==> config.mk <==
export PLATFORM = sky130hd
export DESIGN_NAME = ossc_top
export DESIGN_NICKNAME = d
export VERILOG_FILES = /design/src/pro_pkg.sv /design/src/video_if.sv /design/src/board_ctrl.sv /design/src/capture_select.sv /design/src/ossc_top.sv /design/src/resync_led.sv /design/src/sys_rst_gen.sv /design/src/video_in_reg.sv
export SDC_FILE = /design/constraint.sdc
export NUM_CORES = 1
export LEC_CHECK = 0
export BUFFER_PORTS_ARGS = -buffer_cell sky130_fd_sc_hd__buf_4
export CORE_MARGIN = 2
export CORE_UTILIZATION = 35
export CTS_BUF_LIST = sky130_fd_sc_hd__clkbuf_4 sky130_fd_sc_hd__clkbuf_8 sky130_fd_sc_hd__clkbuf_16
export CTS_CLUSTER_DIAMETER = 60
export DETAILED_ROUTE_END_ITERATION = 7
export MAX_ROUTING_LAYER = met4
export PLACE_DENSITY = 0.62
export SYNTH_ARGS = -nofsm -noshare
export SYNTH_HDL_FRONTEND = slang
export SYNTH_SLANG_ARGS = --single-unit
==> constraint.sdc <==
create_clock -name clk27 -period 5.45 [get_ports clk27]
set_clock_uncertainty 0.05 [all_clocks]
set_input_delay 0.8175 -clock clk27 [delete_from_list [all_inputs] [get_ports clk27]]
set_output_delay 0.8175 -clock clk27 [all_outputs]
set_load 0.005 [all_outputs]
==> src/pro_pkg.sv <==
package pro_pkg;

    // video datapath widths
    // one color channel of the digitizer and receiver buses
    localparam int COLOR_W = 8;

    // host interface widths
    // control word written by the host
    localparam int CTRL_W = 16;
    // status word read back by the host
    localparam int STATUS_W = 32;
    // front panel buttons
    localparam int BTN_W = 2;

    // reset generation
    // clk27 cycles between power-on release and system release
    localparam int PO_RESET_WIDTH = 27;
    // reset counter width, must hold PO_RESET_WIDTH
    localparam int RST_CNT_W = 8;

    // control word bit map
    // bit 0 is a spare, bits 3 and 4 used to drive the memory resets
    localparam int CTRL_ISL_RESET_N_BIT = 1;
    localparam int CTRL_HDMIRX_RESET_N_BIT = 2;
    // 1 selects the hdmi receiver, 0 the analog digitizer
    localparam int CTRL_CAPTURE_SEL_BIT = 5;
    // bits 6 and 7 were vsync options of the digitizer frontend
    localparam int CTRL_AUDMUX_SEL_BIT = 8;

    // resync led
    // 24 bits gives roughly 0.6 s at 27 MHz
    localparam int LED_HOLD_W_DEFAULT = 24;

endpackage

==> src/video_if.sv <==
`timescale 1ns/100ps

interface video_if;

    // pixel data, one word per channel
    logic [pro_pkg::COLOR_W-1:0] r;
    logic [pro_pkg::COLOR_W-1:0] g;
    logic [pro_pkg::COLOR_W-1:0] b;

    // sync and data enable, active high as seen by the capture mux
    logic hsync;
    logic vsync;
    logic de;

    // input register stage drives the stream
    modport src (
        output r, g, b,
        output hsync, vsync, de
    );

    // capture mux reads it
    modport snk (
        input r, g, b,
        input hsync, vsync, de
    );

endinterface

==> src/board_ctrl.sv <==
`timescale 1ns/100ps

module board_ctrl (
    input  logic                         clk27,
    input  logic                         sys_reset_n,
    input  logic [pro_pkg::CTRL_W-1:0]   sys_ctrl_i,
    input  logic [pro_pkg::BTN_W-1:0]    btn_i,
    // audio from the hdmi receiver
    input  logic                         hdmirx_i2s_bck_i,
    input  logic                         hdmirx_i2s_ws_i,
    input  logic                         hdmirx_ap_i,
    // audio from the pcm adc
    input  logic                         pcm_i2s_bck_i,
    input  logic                         pcm_i2s_ws_i,
    input  logic                         pcm_i2s_data_i,
    input  logic                         spdif_ext_i,
    output logic                         capture_sel_o,
    output logic                         isl_reset_n_o,
    output logic                         hdmirx_reset_n_o,
    output logic                         audmux_o,
    output logic                         tx_i2s_bck_o,
    output logic                         tx_i2s_ws_o,
    output logic                         tx_i2s_data_o,
    output logic                         tx_spdif_o,
    output logic [pro_pkg::STATUS_W-1:0] sys_status_o
);

    logic                      capture_sel;
    // button synchronizer stages
    logic [pro_pkg::BTN_W-1:0] btn_sync1_q;
    logic [pro_pkg::BTN_W-1:0] btn_sync2_q;

    // control word decode
    assign capture_sel      = sys_ctrl_i[pro_pkg::CTRL_CAPTURE_SEL_BIT];
    assign capture_sel_o    = capture_sel;
    assign isl_reset_n_o    = sys_ctrl_i[pro_pkg::CTRL_ISL_RESET_N_BIT];
    assign hdmirx_reset_n_o = sys_ctrl_i[pro_pkg::CTRL_HDMIRX_RESET_N_BIT];
    // external audio mux select pin is active low
    assign audmux_o         = ~sys_ctrl_i[pro_pkg::CTRL_AUDMUX_SEL_BIT];

    // i2s follows the video source
    // receiver audio port carries the serial data
    assign tx_i2s_bck_o  = capture_sel ? hdmirx_i2s_bck_i : pcm_i2s_bck_i;
    assign tx_i2s_ws_o   = capture_sel ? hdmirx_i2s_ws_i : pcm_i2s_ws_i;
    assign tx_i2s_data_o = capture_sel ? hdmirx_ap_i : pcm_i2s_data_i;

    // s/pdif bypasses the mux
    assign tx_spdif_o = spdif_ext_i;

    // buttons are active low, idle reads as ones
    always_ff @(posedge clk27 or negedge sys_reset_n) begin
        if (!sys_reset_n) begin
            btn_sync1_q <= '1;
            btn_sync2_q <= '1;
        end else begin
            btn_sync1_q <= btn_i;
            btn_sync2_q <= btn_sync1_q;
        end
    end

    // status word, upper bits reserved
    assign sys_status_o = {{(pro_pkg::STATUS_W - pro_pkg::BTN_W){1'b0}}, btn_sync2_q};

endmodule

==> src/capture_select.sv <==
`timescale 1ns/100ps

module capture_select (
    input  logic                        clk27,
    input  logic                        sys_reset_n,
    video_if.snk                        isl_i,
    video_if.snk                        hdmi_i,
    input  logic                        capture_sel_i,
    output logic [pro_pkg::COLOR_W-1:0] tx_r_o,
    output logic [pro_pkg::COLOR_W-1:0] tx_g_o,
    output logic [pro_pkg::COLOR_W-1:0] tx_b_o,
    output logic                        tx_hsync_o,
    output logic                        tx_vsync_o,
    output logic                        tx_de_o
);

    // r, g, b, hsync, vsync, de packed msb first
    localparam int WORD_W = 3 * pro_pkg::COLOR_W + 3;

    logic [WORD_W-1:0] isl_word;
    logic [WORD_W-1:0] hdmi_word;
    // selected source
    logic [WORD_W-1:0] capt_q;
    // transmitter pin register
    logic [WORD_W-1:0] tx_q;

    assign isl_word = {isl_i.r, isl_i.g, isl_i.b, isl_i.hsync, isl_i.vsync, isl_i.de};
    assign hdmi_word = {hdmi_i.r, hdmi_i.g, hdmi_i.b, hdmi_i.hsync, hdmi_i.vsync, hdmi_i.de};

    // capture mux, select is a quasi-static host setting
    always_ff @(posedge clk27 or negedge sys_reset_n) begin
        if (!sys_reset_n) begin
            capt_q <= '0;
        end else begin
            capt_q <= capture_sel_i ? hdmi_word : isl_word;
        end
    end

    // output stage toward the hdmi transmitter
    always_ff @(posedge clk27 or negedge sys_reset_n) begin
        if (!sys_reset_n) begin
            tx_q <= '0;
        end else begin
            tx_q <= capt_q;
        end
    end

    assign {tx_r_o, tx_g_o, tx_b_o, tx_hsync_o, tx_vsync_o, tx_de_o} = tx_q;

    // an undriven source input would show up here first
    a_tx_de_known: assert property (
        @(posedge clk27) disable iff (!sys_reset_n)
        !$isunknown(tx_de_o)
    );

endmodule

==> src/ossc_top.sv <==
`timescale 1ns/100ps

module ossc_top #(
    parameter int RESET_CYCLES     = pro_pkg::PO_RESET_WIDTH,
    parameter int ISL_SYNC_STAGES  = 2,
    parameter int HDMI_SYNC_STAGES = 1,
    parameter int LED_HOLD_W       = pro_pkg::LED_HOLD_W_DEFAULT
) (
    input  logic                         clk27,
    input  logic                         po_reset_n,
    // analog digitizer
    input  logic [pro_pkg::COLOR_W-1:0]  isl_r_i,
    input  logic [pro_pkg::COLOR_W-1:0]  isl_g_i,
    input  logic [pro_pkg::COLOR_W-1:0]  isl_b_i,
    input  logic                         isl_hsync_i,
    input  logic                         isl_vsync_i,
    input  logic                         isl_de_i,
    output logic                         isl_reset_n_o,
    // hdmi receiver
    input  logic [pro_pkg::COLOR_W-1:0]  hdmirx_r_i,
    input  logic [pro_pkg::COLOR_W-1:0]  hdmirx_g_i,
    input  logic [pro_pkg::COLOR_W-1:0]  hdmirx_b_i,
    input  logic                         hdmirx_hsync_i,
    input  logic                         hdmirx_vsync_i,
    input  logic                         hdmirx_de_i,
    input  logic                         hdmirx_i2s_bck_i,
    input  logic                         hdmirx_i2s_ws_i,
    input  logic                         hdmirx_ap_i,
    output logic                         hdmirx_reset_n_o,
    // hdmi transmitter
    output logic [pro_pkg::COLOR_W-1:0]  tx_r_o,
    output logic [pro_pkg::COLOR_W-1:0]  tx_g_o,
    output logic [pro_pkg::COLOR_W-1:0]  tx_b_o,
    output logic                         tx_hsync_o,
    output logic                         tx_vsync_o,
    output logic                         tx_de_o,
    output logic                         tx_i2s_bck_o,
    output logic                         tx_i2s_ws_o,
    output logic                         tx_i2s_data_o,
    output logic                         tx_spdif_o,
    // audio sources and mux
    input  logic                         pcm_i2s_bck_i,
    input  logic                         pcm_i2s_ws_i,
    input  logic                         pcm_i2s_data_i,
    input  logic                         spdif_ext_i,
    output logic                         audmux_o,
    // host side and panel
    input  logic [pro_pkg::CTRL_W-1:0]   sys_ctrl_i,
    output logic [pro_pkg::STATUS_W-1:0] sys_status_o,
    input  logic [pro_pkg::BTN_W-1:0]    btn_i,
    input  logic                         resync_strobe_i,
    output logic                         led_o,
    output logic                         sys_reset_n_o
);

    // capture source select from the control word
    logic capture_sel;

    // registered streams into the capture mux
    video_if isl_vid ();
    video_if hdmi_vid ();

    // system reset, also used internally
    sys_rst_gen #(
        .RESET_CYCLES (RESET_CYCLES)
    ) u_sys_rst_gen (
        .clk27         (clk27),
        .po_reset_n    (po_reset_n),
        .sys_reset_n_o (sys_reset_n_o)
    );

    // digitizer syncs get an extra stage
    video_in_reg #(
        .SYNC_STAGES (ISL_SYNC_STAGES)
    ) u_isl_in (
        .clk27       (clk27),
        .sys_reset_n (sys_reset_n_o),
        .r_i         (isl_r_i),
        .g_i         (isl_g_i),
        .b_i         (isl_b_i),
        .hsync_i     (isl_hsync_i),
        .vsync_i     (isl_vsync_i),
        .de_i        (isl_de_i),
        .vid_o       (isl_vid.src)
    );

    video_in_reg #(
        .SYNC_STAGES (HDMI_SYNC_STAGES)
    ) u_hdmi_in (
        .clk27       (clk27),
        .sys_reset_n (sys_reset_n_o),
        .r_i         (hdmirx_r_i),
        .g_i         (hdmirx_g_i),
        .b_i         (hdmirx_b_i),
        .hsync_i     (hdmirx_hsync_i),
        .vsync_i     (hdmirx_vsync_i),
        .de_i        (hdmirx_de_i),
        .vid_o       (hdmi_vid.src)
    );

    capture_select u_capture_select (
        .clk27         (clk27),
        .sys_reset_n   (sys_reset_n_o),
        .isl_i         (isl_vid.snk),
        .hdmi_i        (hdmi_vid.snk),
        .capture_sel_i (capture_sel),
        .tx_r_o        (tx_r_o),
        .tx_g_o        (tx_g_o),
        .tx_b_o        (tx_b_o),
        .tx_hsync_o    (tx_hsync_o),
        .tx_vsync_o    (tx_vsync_o),
        .tx_de_o       (tx_de_o)
    );

    resync_led #(
        .LED_HOLD_W (LED_HOLD_W)
    ) u_resync_led (
        .clk27           (clk27),
        .sys_reset_n     (sys_reset_n_o),
        .resync_strobe_i (resync_strobe_i),
        .led_o           (led_o)
    );

    board_ctrl u_board_ctrl (
        .clk27            (clk27),
        .sys_reset_n      (sys_reset_n_o),
        .sys_ctrl_i       (sys_ctrl_i),
        .btn_i            (btn_i),
        .hdmirx_i2s_bck_i (hdmirx_i2s_bck_i),
        .hdmirx_i2s_ws_i  (hdmirx_i2s_ws_i),
        .hdmirx_ap_i      (hdmirx_ap_i),
        .pcm_i2s_bck_i    (pcm_i2s_bck_i),
        .pcm_i2s_ws_i     (pcm_i2s_ws_i),
        .pcm_i2s_data_i   (pcm_i2s_data_i),
        .spdif_ext_i      (spdif_ext_i),
        .capture_sel_o    (capture_sel),
        .isl_reset_n_o    (isl_reset_n_o),
        .hdmirx_reset_n_o (hdmirx_reset_n_o),
        .audmux_o         (audmux_o),
        .tx_i2s_bck_o     (tx_i2s_bck_o),
        .tx_i2s_ws_o      (tx_i2s_ws_o),
        .tx_i2s_data_o    (tx_i2s_data_o),
        .tx_spdif_o       (tx_spdif_o),
        .sys_status_o     (sys_status_o)
    );

endmodule

==> src/resync_led.sv <==
`timescale 1ns/100ps

module resync_led #(
    parameter int LED_HOLD_W = pro_pkg::LED_HOLD_W_DEFAULT
) (
    input  logic clk27,
    input  logic sys_reset_n,
    input  logic resync_strobe_i,
    output logic led_o
);

    // two-flop synchronizer and edge history
    logic strobe_sync1_q;
    logic strobe_sync2_q;
    logic strobe_prev_q;
    logic strobe_rise;
    // led on-time counter
    logic [LED_HOLD_W-1:0] hold_cnt;

    always_ff @(posedge clk27 or negedge sys_reset_n) begin
        if (!sys_reset_n) begin
            strobe_sync1_q <= 1'b0;
            strobe_sync2_q <= 1'b0;
            strobe_prev_q  <= 1'b0;
        end else begin
            strobe_sync1_q <= resync_strobe_i;
            strobe_sync2_q <= strobe_sync1_q;
            strobe_prev_q  <= strobe_sync2_q;
        end
    end

    // a level held high only fires once
    assign strobe_rise = strobe_sync2_q & ~strobe_prev_q;

    // reload on every new resync, else drain to zero
    always_ff @(posedge clk27 or negedge sys_reset_n) begin
        if (!sys_reset_n) begin
            hold_cnt <= '0;
        end else if (strobe_rise) begin
            hold_cnt <= '1;
        end else if (hold_cnt != '0) begin
            hold_cnt <= hold_cnt - 1'b1;
        end
    end

    assign led_o = (hold_cnt != '0);

    // idle counter stays idle until the next strobe rise
    a_no_wrap: assert property (
        @(posedge clk27) disable iff (!sys_reset_n)
        (hold_cnt == '0) && !strobe_rise |=> (hold_cnt == '0)
    );

endmodule

==> src/sys_rst_gen.sv <==
`timescale 1ns/100ps

module sys_rst_gen #(
    parameter int RESET_CYCLES = pro_pkg::PO_RESET_WIDTH
) (
    input  logic clk27,
    input  logic po_reset_n,
    output logic sys_reset_n_o
);

    // terminal count and the count seen on the release edge
    localparam logic [pro_pkg::RST_CNT_W-1:0] LAST_CNT = RESET_CYCLES[pro_pkg::RST_CNT_W-1:0];
    localparam logic [pro_pkg::RST_CNT_W-1:0] REL_CNT = LAST_CNT - 1'b1;

    logic [pro_pkg::RST_CNT_W-1:0] rst_cnt;

    // counts edges after power-on release, then parks
    always_ff @(posedge clk27 or negedge po_reset_n) begin
        if (!po_reset_n) begin
            rst_cnt <= '0;
        end else if (rst_cnt != LAST_CNT) begin
            rst_cnt <= rst_cnt + 1'b1;
        end
    end

    // release on the RESET_CYCLES-th edge, only po reset pulls it low again
    always_ff @(posedge clk27 or negedge po_reset_n) begin
        if (!po_reset_n) begin
            sys_reset_n_o <= 1'b0;
        end else if (rst_cnt == REL_CNT) begin
            sys_reset_n_o <= 1'b1;
        end
    end

    // the system never drops back into reset on its own
    a_release_sticky: assert property (
        @(posedge clk27) disable iff (!po_reset_n)
        sys_reset_n_o |=> sys_reset_n_o
    );

endmodule

==> src/video_in_reg.sv <==
`timescale 1ns/100ps

module video_in_reg #(
    parameter int SYNC_STAGES = 1
) (
    input  logic                        clk27,
    input  logic                        sys_reset_n,
    input  logic [pro_pkg::COLOR_W-1:0] r_i,
    input  logic [pro_pkg::COLOR_W-1:0] g_i,
    input  logic [pro_pkg::COLOR_W-1:0] b_i,
    input  logic                        hsync_i,
    input  logic                        vsync_i,
    input  logic                        de_i,
    video_if.src                        vid_o
);

    // sync flop chains, stage 0 samples the pin
    logic [SYNC_STAGES-1:0] hs_pipe;
    logic [SYNC_STAGES-1:0] vs_pipe;

    // pixel data and de, single register
    always_ff @(posedge clk27 or negedge sys_reset_n) begin
        if (!sys_reset_n) begin
            vid_o.r  <= '0;
            vid_o.g  <= '0;
            vid_o.b  <= '0;
            vid_o.de <= 1'b0;
        end else begin
            vid_o.r  <= r_i;
            vid_o.g  <= g_i;
            vid_o.b  <= b_i;
            vid_o.de <= de_i;
        end
    end

    // syncs may come from a slower path, so extra stages are allowed
    always_ff @(posedge clk27 or negedge sys_reset_n) begin
        if (!sys_reset_n) begin
            hs_pipe <= '0;
            vs_pipe <= '0;
        end else begin
            hs_pipe[0] <= hsync_i;
            vs_pipe[0] <= vsync_i;
            for (int i = 1; i < SYNC_STAGES; i++) begin
                hs_pipe[i] <= hs_pipe[i-1];
                vs_pipe[i] <= vs_pipe[i-1];
            end
        end
    end

    // last stage drives the stream
    assign vid_o.hsync = hs_pipe[SYNC_STAGES-1];
    assign vid_o.vsync = vs_pipe[SYNC_STAGES-1];

endmodule
==> flow_metrics.py <==
metrics = {
    "cells_and_area": {
        "diodes": 0,
        "area_delta_synth_final_pct": 25.7,
        "fin_area_sq_mm": 0.00679,
        "fin_cells": 685,
        "nets": 571,
        "final_layout_size_suffix_gt1_share_pct": 35.4,
        "layout_common_cells": "145 x dfrtp_1, 103 x buf_4, 31 x mux2_2, 30 x conb_1",
        "mostFrequentLayoutCell": "dfrtp_1",
    },
    "timing": {
        "fin_setup_tns_ns": 0,
        "rsz0062_at_grt": "no",
        "hold_viol_final": 0,
        "relSlewSlack_pct": 29.7,
        "worstMarginPinSlew_ns": 1.05,
        "fmax_ghz": 0.330,
        "finalHoldWorstSlack_ns": 0.164,
        "slew_viol_final": 0,
        "finalCriticalPeriod_ns": 3.03,
        "setup_violations": 0,
        "period_share_pct": 55.5,
    },
    "global_routing": {
        "grt_usage_pct": 12.7,
        "grt_first_pass_wirelength_um": 15700,
        "antenna_found_initial": 0,
        "grt_util_met1_pct": 15.1,
        "grt_max_degree": 90,
        "grtUsageMet3_pct": 4.84,
        "top_usage_layer": "met2",
        "globalRouteMet2Util_pct": 19.1,
        "grt_overflow_total": 0,
        "grt_pass1_vias": 3172,
    },
    "floorplan": {
        "start_util_pct": 35.6,
        "dieHeight_um": 128,
        "row_count": 45,
        "fp.dieW_um": 128,
        "dieArea_sq_mm": 0.0164,
        "ios": 150,
        "coreArea_sq_mm": 0.0151,
    },
    "cts": {
        "cts_buffer_depth": 2,
        "cts_tree": "yes",
        "post_cts_resize_count": 0,
        "cts-buffers-inserted": 17,
        "clkLatencyLatePin_ns": 0.42,
        "htreeDepth": 4,
        "cts_hold_buf": 0,
        "clock-sinks": 150,
        "postCtsSetupBuffers": 0,
        "cts-root-buf": "clkbuf_16",
        "cts.clk_slew.worst_paths_ns": 0.06,
    },
    "power_and_ir_drop": {
        "combinationalPowerShare_pct": 5.8,
        "pwr-share-seq_pct": 49.8,
        "leakage_nw": 2.78,
        "p_sw_share_pct": 23.1,
        "p_int_w": 0.00187,
        "power.density_mw_per_mm2": 359,
        "vdd_ir_drop_max_mv": 0.266,
        "p_clk_share_pct": 44.4,
        "p_switching_w": 0.000562,
    },
    "setup_path": {
        "endpoint_kind": "primary output",
        "slowest_delay_ns": 0.57,
        "regToRegStartpoint": "u_resync_led.hold_cnt[6]$_DFFE_PN0P_",
        "path_cells": "nor3_1 -> and3_1 -> nand2_1 -> buf_4",
        "timing.critical_path.buf_inv": 1,
        "arrival_ns": 2.16,
        "crit_family": "simple AND/OR/NAND/NOR gates",
        "cp.required_ns": 4.58,
        "r2r_setup_slack_ns": 2.97,
        "critical_path_class": "flip-flop to primary output",
        "cp-start-kind": "flip-flop",
        "path_max_fanout": 10,
        "startpoint": "u_resync_led.hold_cnt[6]$_DFFE_PN0P_",
        "slowest_stage": "nor3_1",
    },
    "yosys": {
        "yosys_warnings": 0,
        "async_reset_ff_share_pct": 100,
        "synth_seq_cells": 150,
        "yosysUniqueCellTypes": 41,
        "synth_cells": 377,
        "synth_flop_cell": "dfrtp_1",
        "synthesis.area_sq_mm": 0.00540,
        "yosysTopAreaCellShare_pct": 67.7,
        "synth-edff-count": 0,
        "yosysSeqAreaShare_pct": 69.6,
        "syn_area_per_cell_sq_um": 14.3,
        "yosys-top-cells-area": "dfrtp_1 68%, mux2_2 6.5%, buf_4 4.7%",
        "synth_largest_area_cell": "dfrtp_1",
    },
    "route": {
        "vias_per_cell": 4.74,
        "vias": 3246,
        "routed_wl_um": 9400,
        "firstDrtPassIters": 4,
        "wl_per_cell_um": 13.7,
        "detail_route.iter0.violations": 110,
        "ant_nets": 0,
        "drc": 0,
    },
    "placed_design": {
        "placed_cells": 654,
        "gp_congestion": 0.791,
        "dpl.hpwl_um": 6150,
        "port_buffers": 101,
        "dpl-instance-area_sq_mm": 0.00623,
    },
    "status": {
        "status": "finished, final reports clean",
    },
    "min_path": {
        "hold_class": "primary input to async pin",
    },
    "flow_run": {
        "drv_cap": 0,
    },
}
## power groups by stage
stage	Sequential, W	Clock, W	Combinational [W]
6_report	0.00121	0.00108	0.000141
5_1_grt	0.00122	0.00117	0.000157
3_3_place_gp	0.00123	0	0.000140
2_1_floorplan	0.00123	0	0.0000783
3_5_place_dp	0.00123	0	0.000142
4_1_cts	0.00121	0.00111	0.000143
## metal layers
| layer | vias up | routed length [um] |
|---|---|---|
| li1 | 1476 | - |
| met1 | 1625 | 3880 |
| met2 | 128 | 4590 |
| met3 | 17 | 731 |
| met4 | 0 | 193 |
| met5 | - | 0 |
## cell families after synthesis
group / count (synthesis) / synth area share, %
and+or+nand+nor: 90 / 9.83
buffers and inverters: 51 / 5.93
adders and majority gates: 4 / 0.927
other: 1 / 0.0695
muxes: 42 / 8.51
DFF: 150 / 69.6
xor gates and xnor gates: 6 / 0.973
AOI/OAI and AO/OA: 33 / 4.15
## Yosys cell counts (6+ instances only)
master / count
or4_1: 10
mux2i_1: 11
nor3_1: 6
clkbuf_1: 8
dfrtp_1: 146
nor2_1: 17
o21ai_0: 8
inv_1: 8
buf_4: 34
mux2_2: 31
o31ai_1: 7
nor4_1: 7
nand3_1: 11
and2_1: 10
nand2_1: 6
## metrics by stage
stage | setup WS [ns] | total power (W) | util [%]
final | 2.42 | 0.00243 | 44.8
after global routing | 2.29 | 0.00255 | 44.8
after CTS | 2.41 | 0.00247 | 44.8
after detailed placement | 2.84 | 0.00137 | 41.1
after global placement | 2.85 | 0.00137 | 41.1
after floorplan | 1.07 | 0.00131 | -
## final cells by class
type,instances,area (sq um)
Fill cell,1355,8360
Timing Repair Buffer,103,773
Clock buffer,18,439
Multi-Input combinational cell,205,1430
Clock inverter,13,116
Inverter,8,30.0
Sequential cell,150,3760
Tap cell,188,235
## state kept, by name (all words and copies together), names as in the netlist, 2 cells and up
name                      count
u_isl_in.vid_o.r              8
u_sys_rst_gen.rst_cnt         8
u_hdmi_in.vid_o.r             8
u_resync_led.hold_cnt        24
u_hdmi_in.vid_o.b             8
u_isl_in.vid_o.g              8
u_hdmi_in.vid_o.g             8
u_board_ctrl.btn_sync1_q      2
u_isl_in.vs_pipe              2
u_board_ctrl.btn_sync2_q      2
u_capture_select.tx_q        27
u_isl_in.hs_pipe              2
u_isl_in.vid_o.b              8
u_capture_select.capt_q      27
## worst paths after layout
kind	endpoint	depth (start not counted)
worst max-delay path	led_o	4
worst min-delay path	u_sys_rst_gen.rst_cnt[3]$_DFFE_PN0P_	1
worst max register to register	u_resync_led.hold_cnt[14]$_DFFE_PN0P_	4
worst min register to register	u_capture_select.tx_q[11]$_DFF_PN0_	0
max in group asynchronous	u_capture_select.capt_q[21]$_DFF_PN0_	1
min in group clk27	u_capture_select.tx_q[11]$_DFF_PN0_	0
Note: power is estimated with default switching activity, not from simulation.
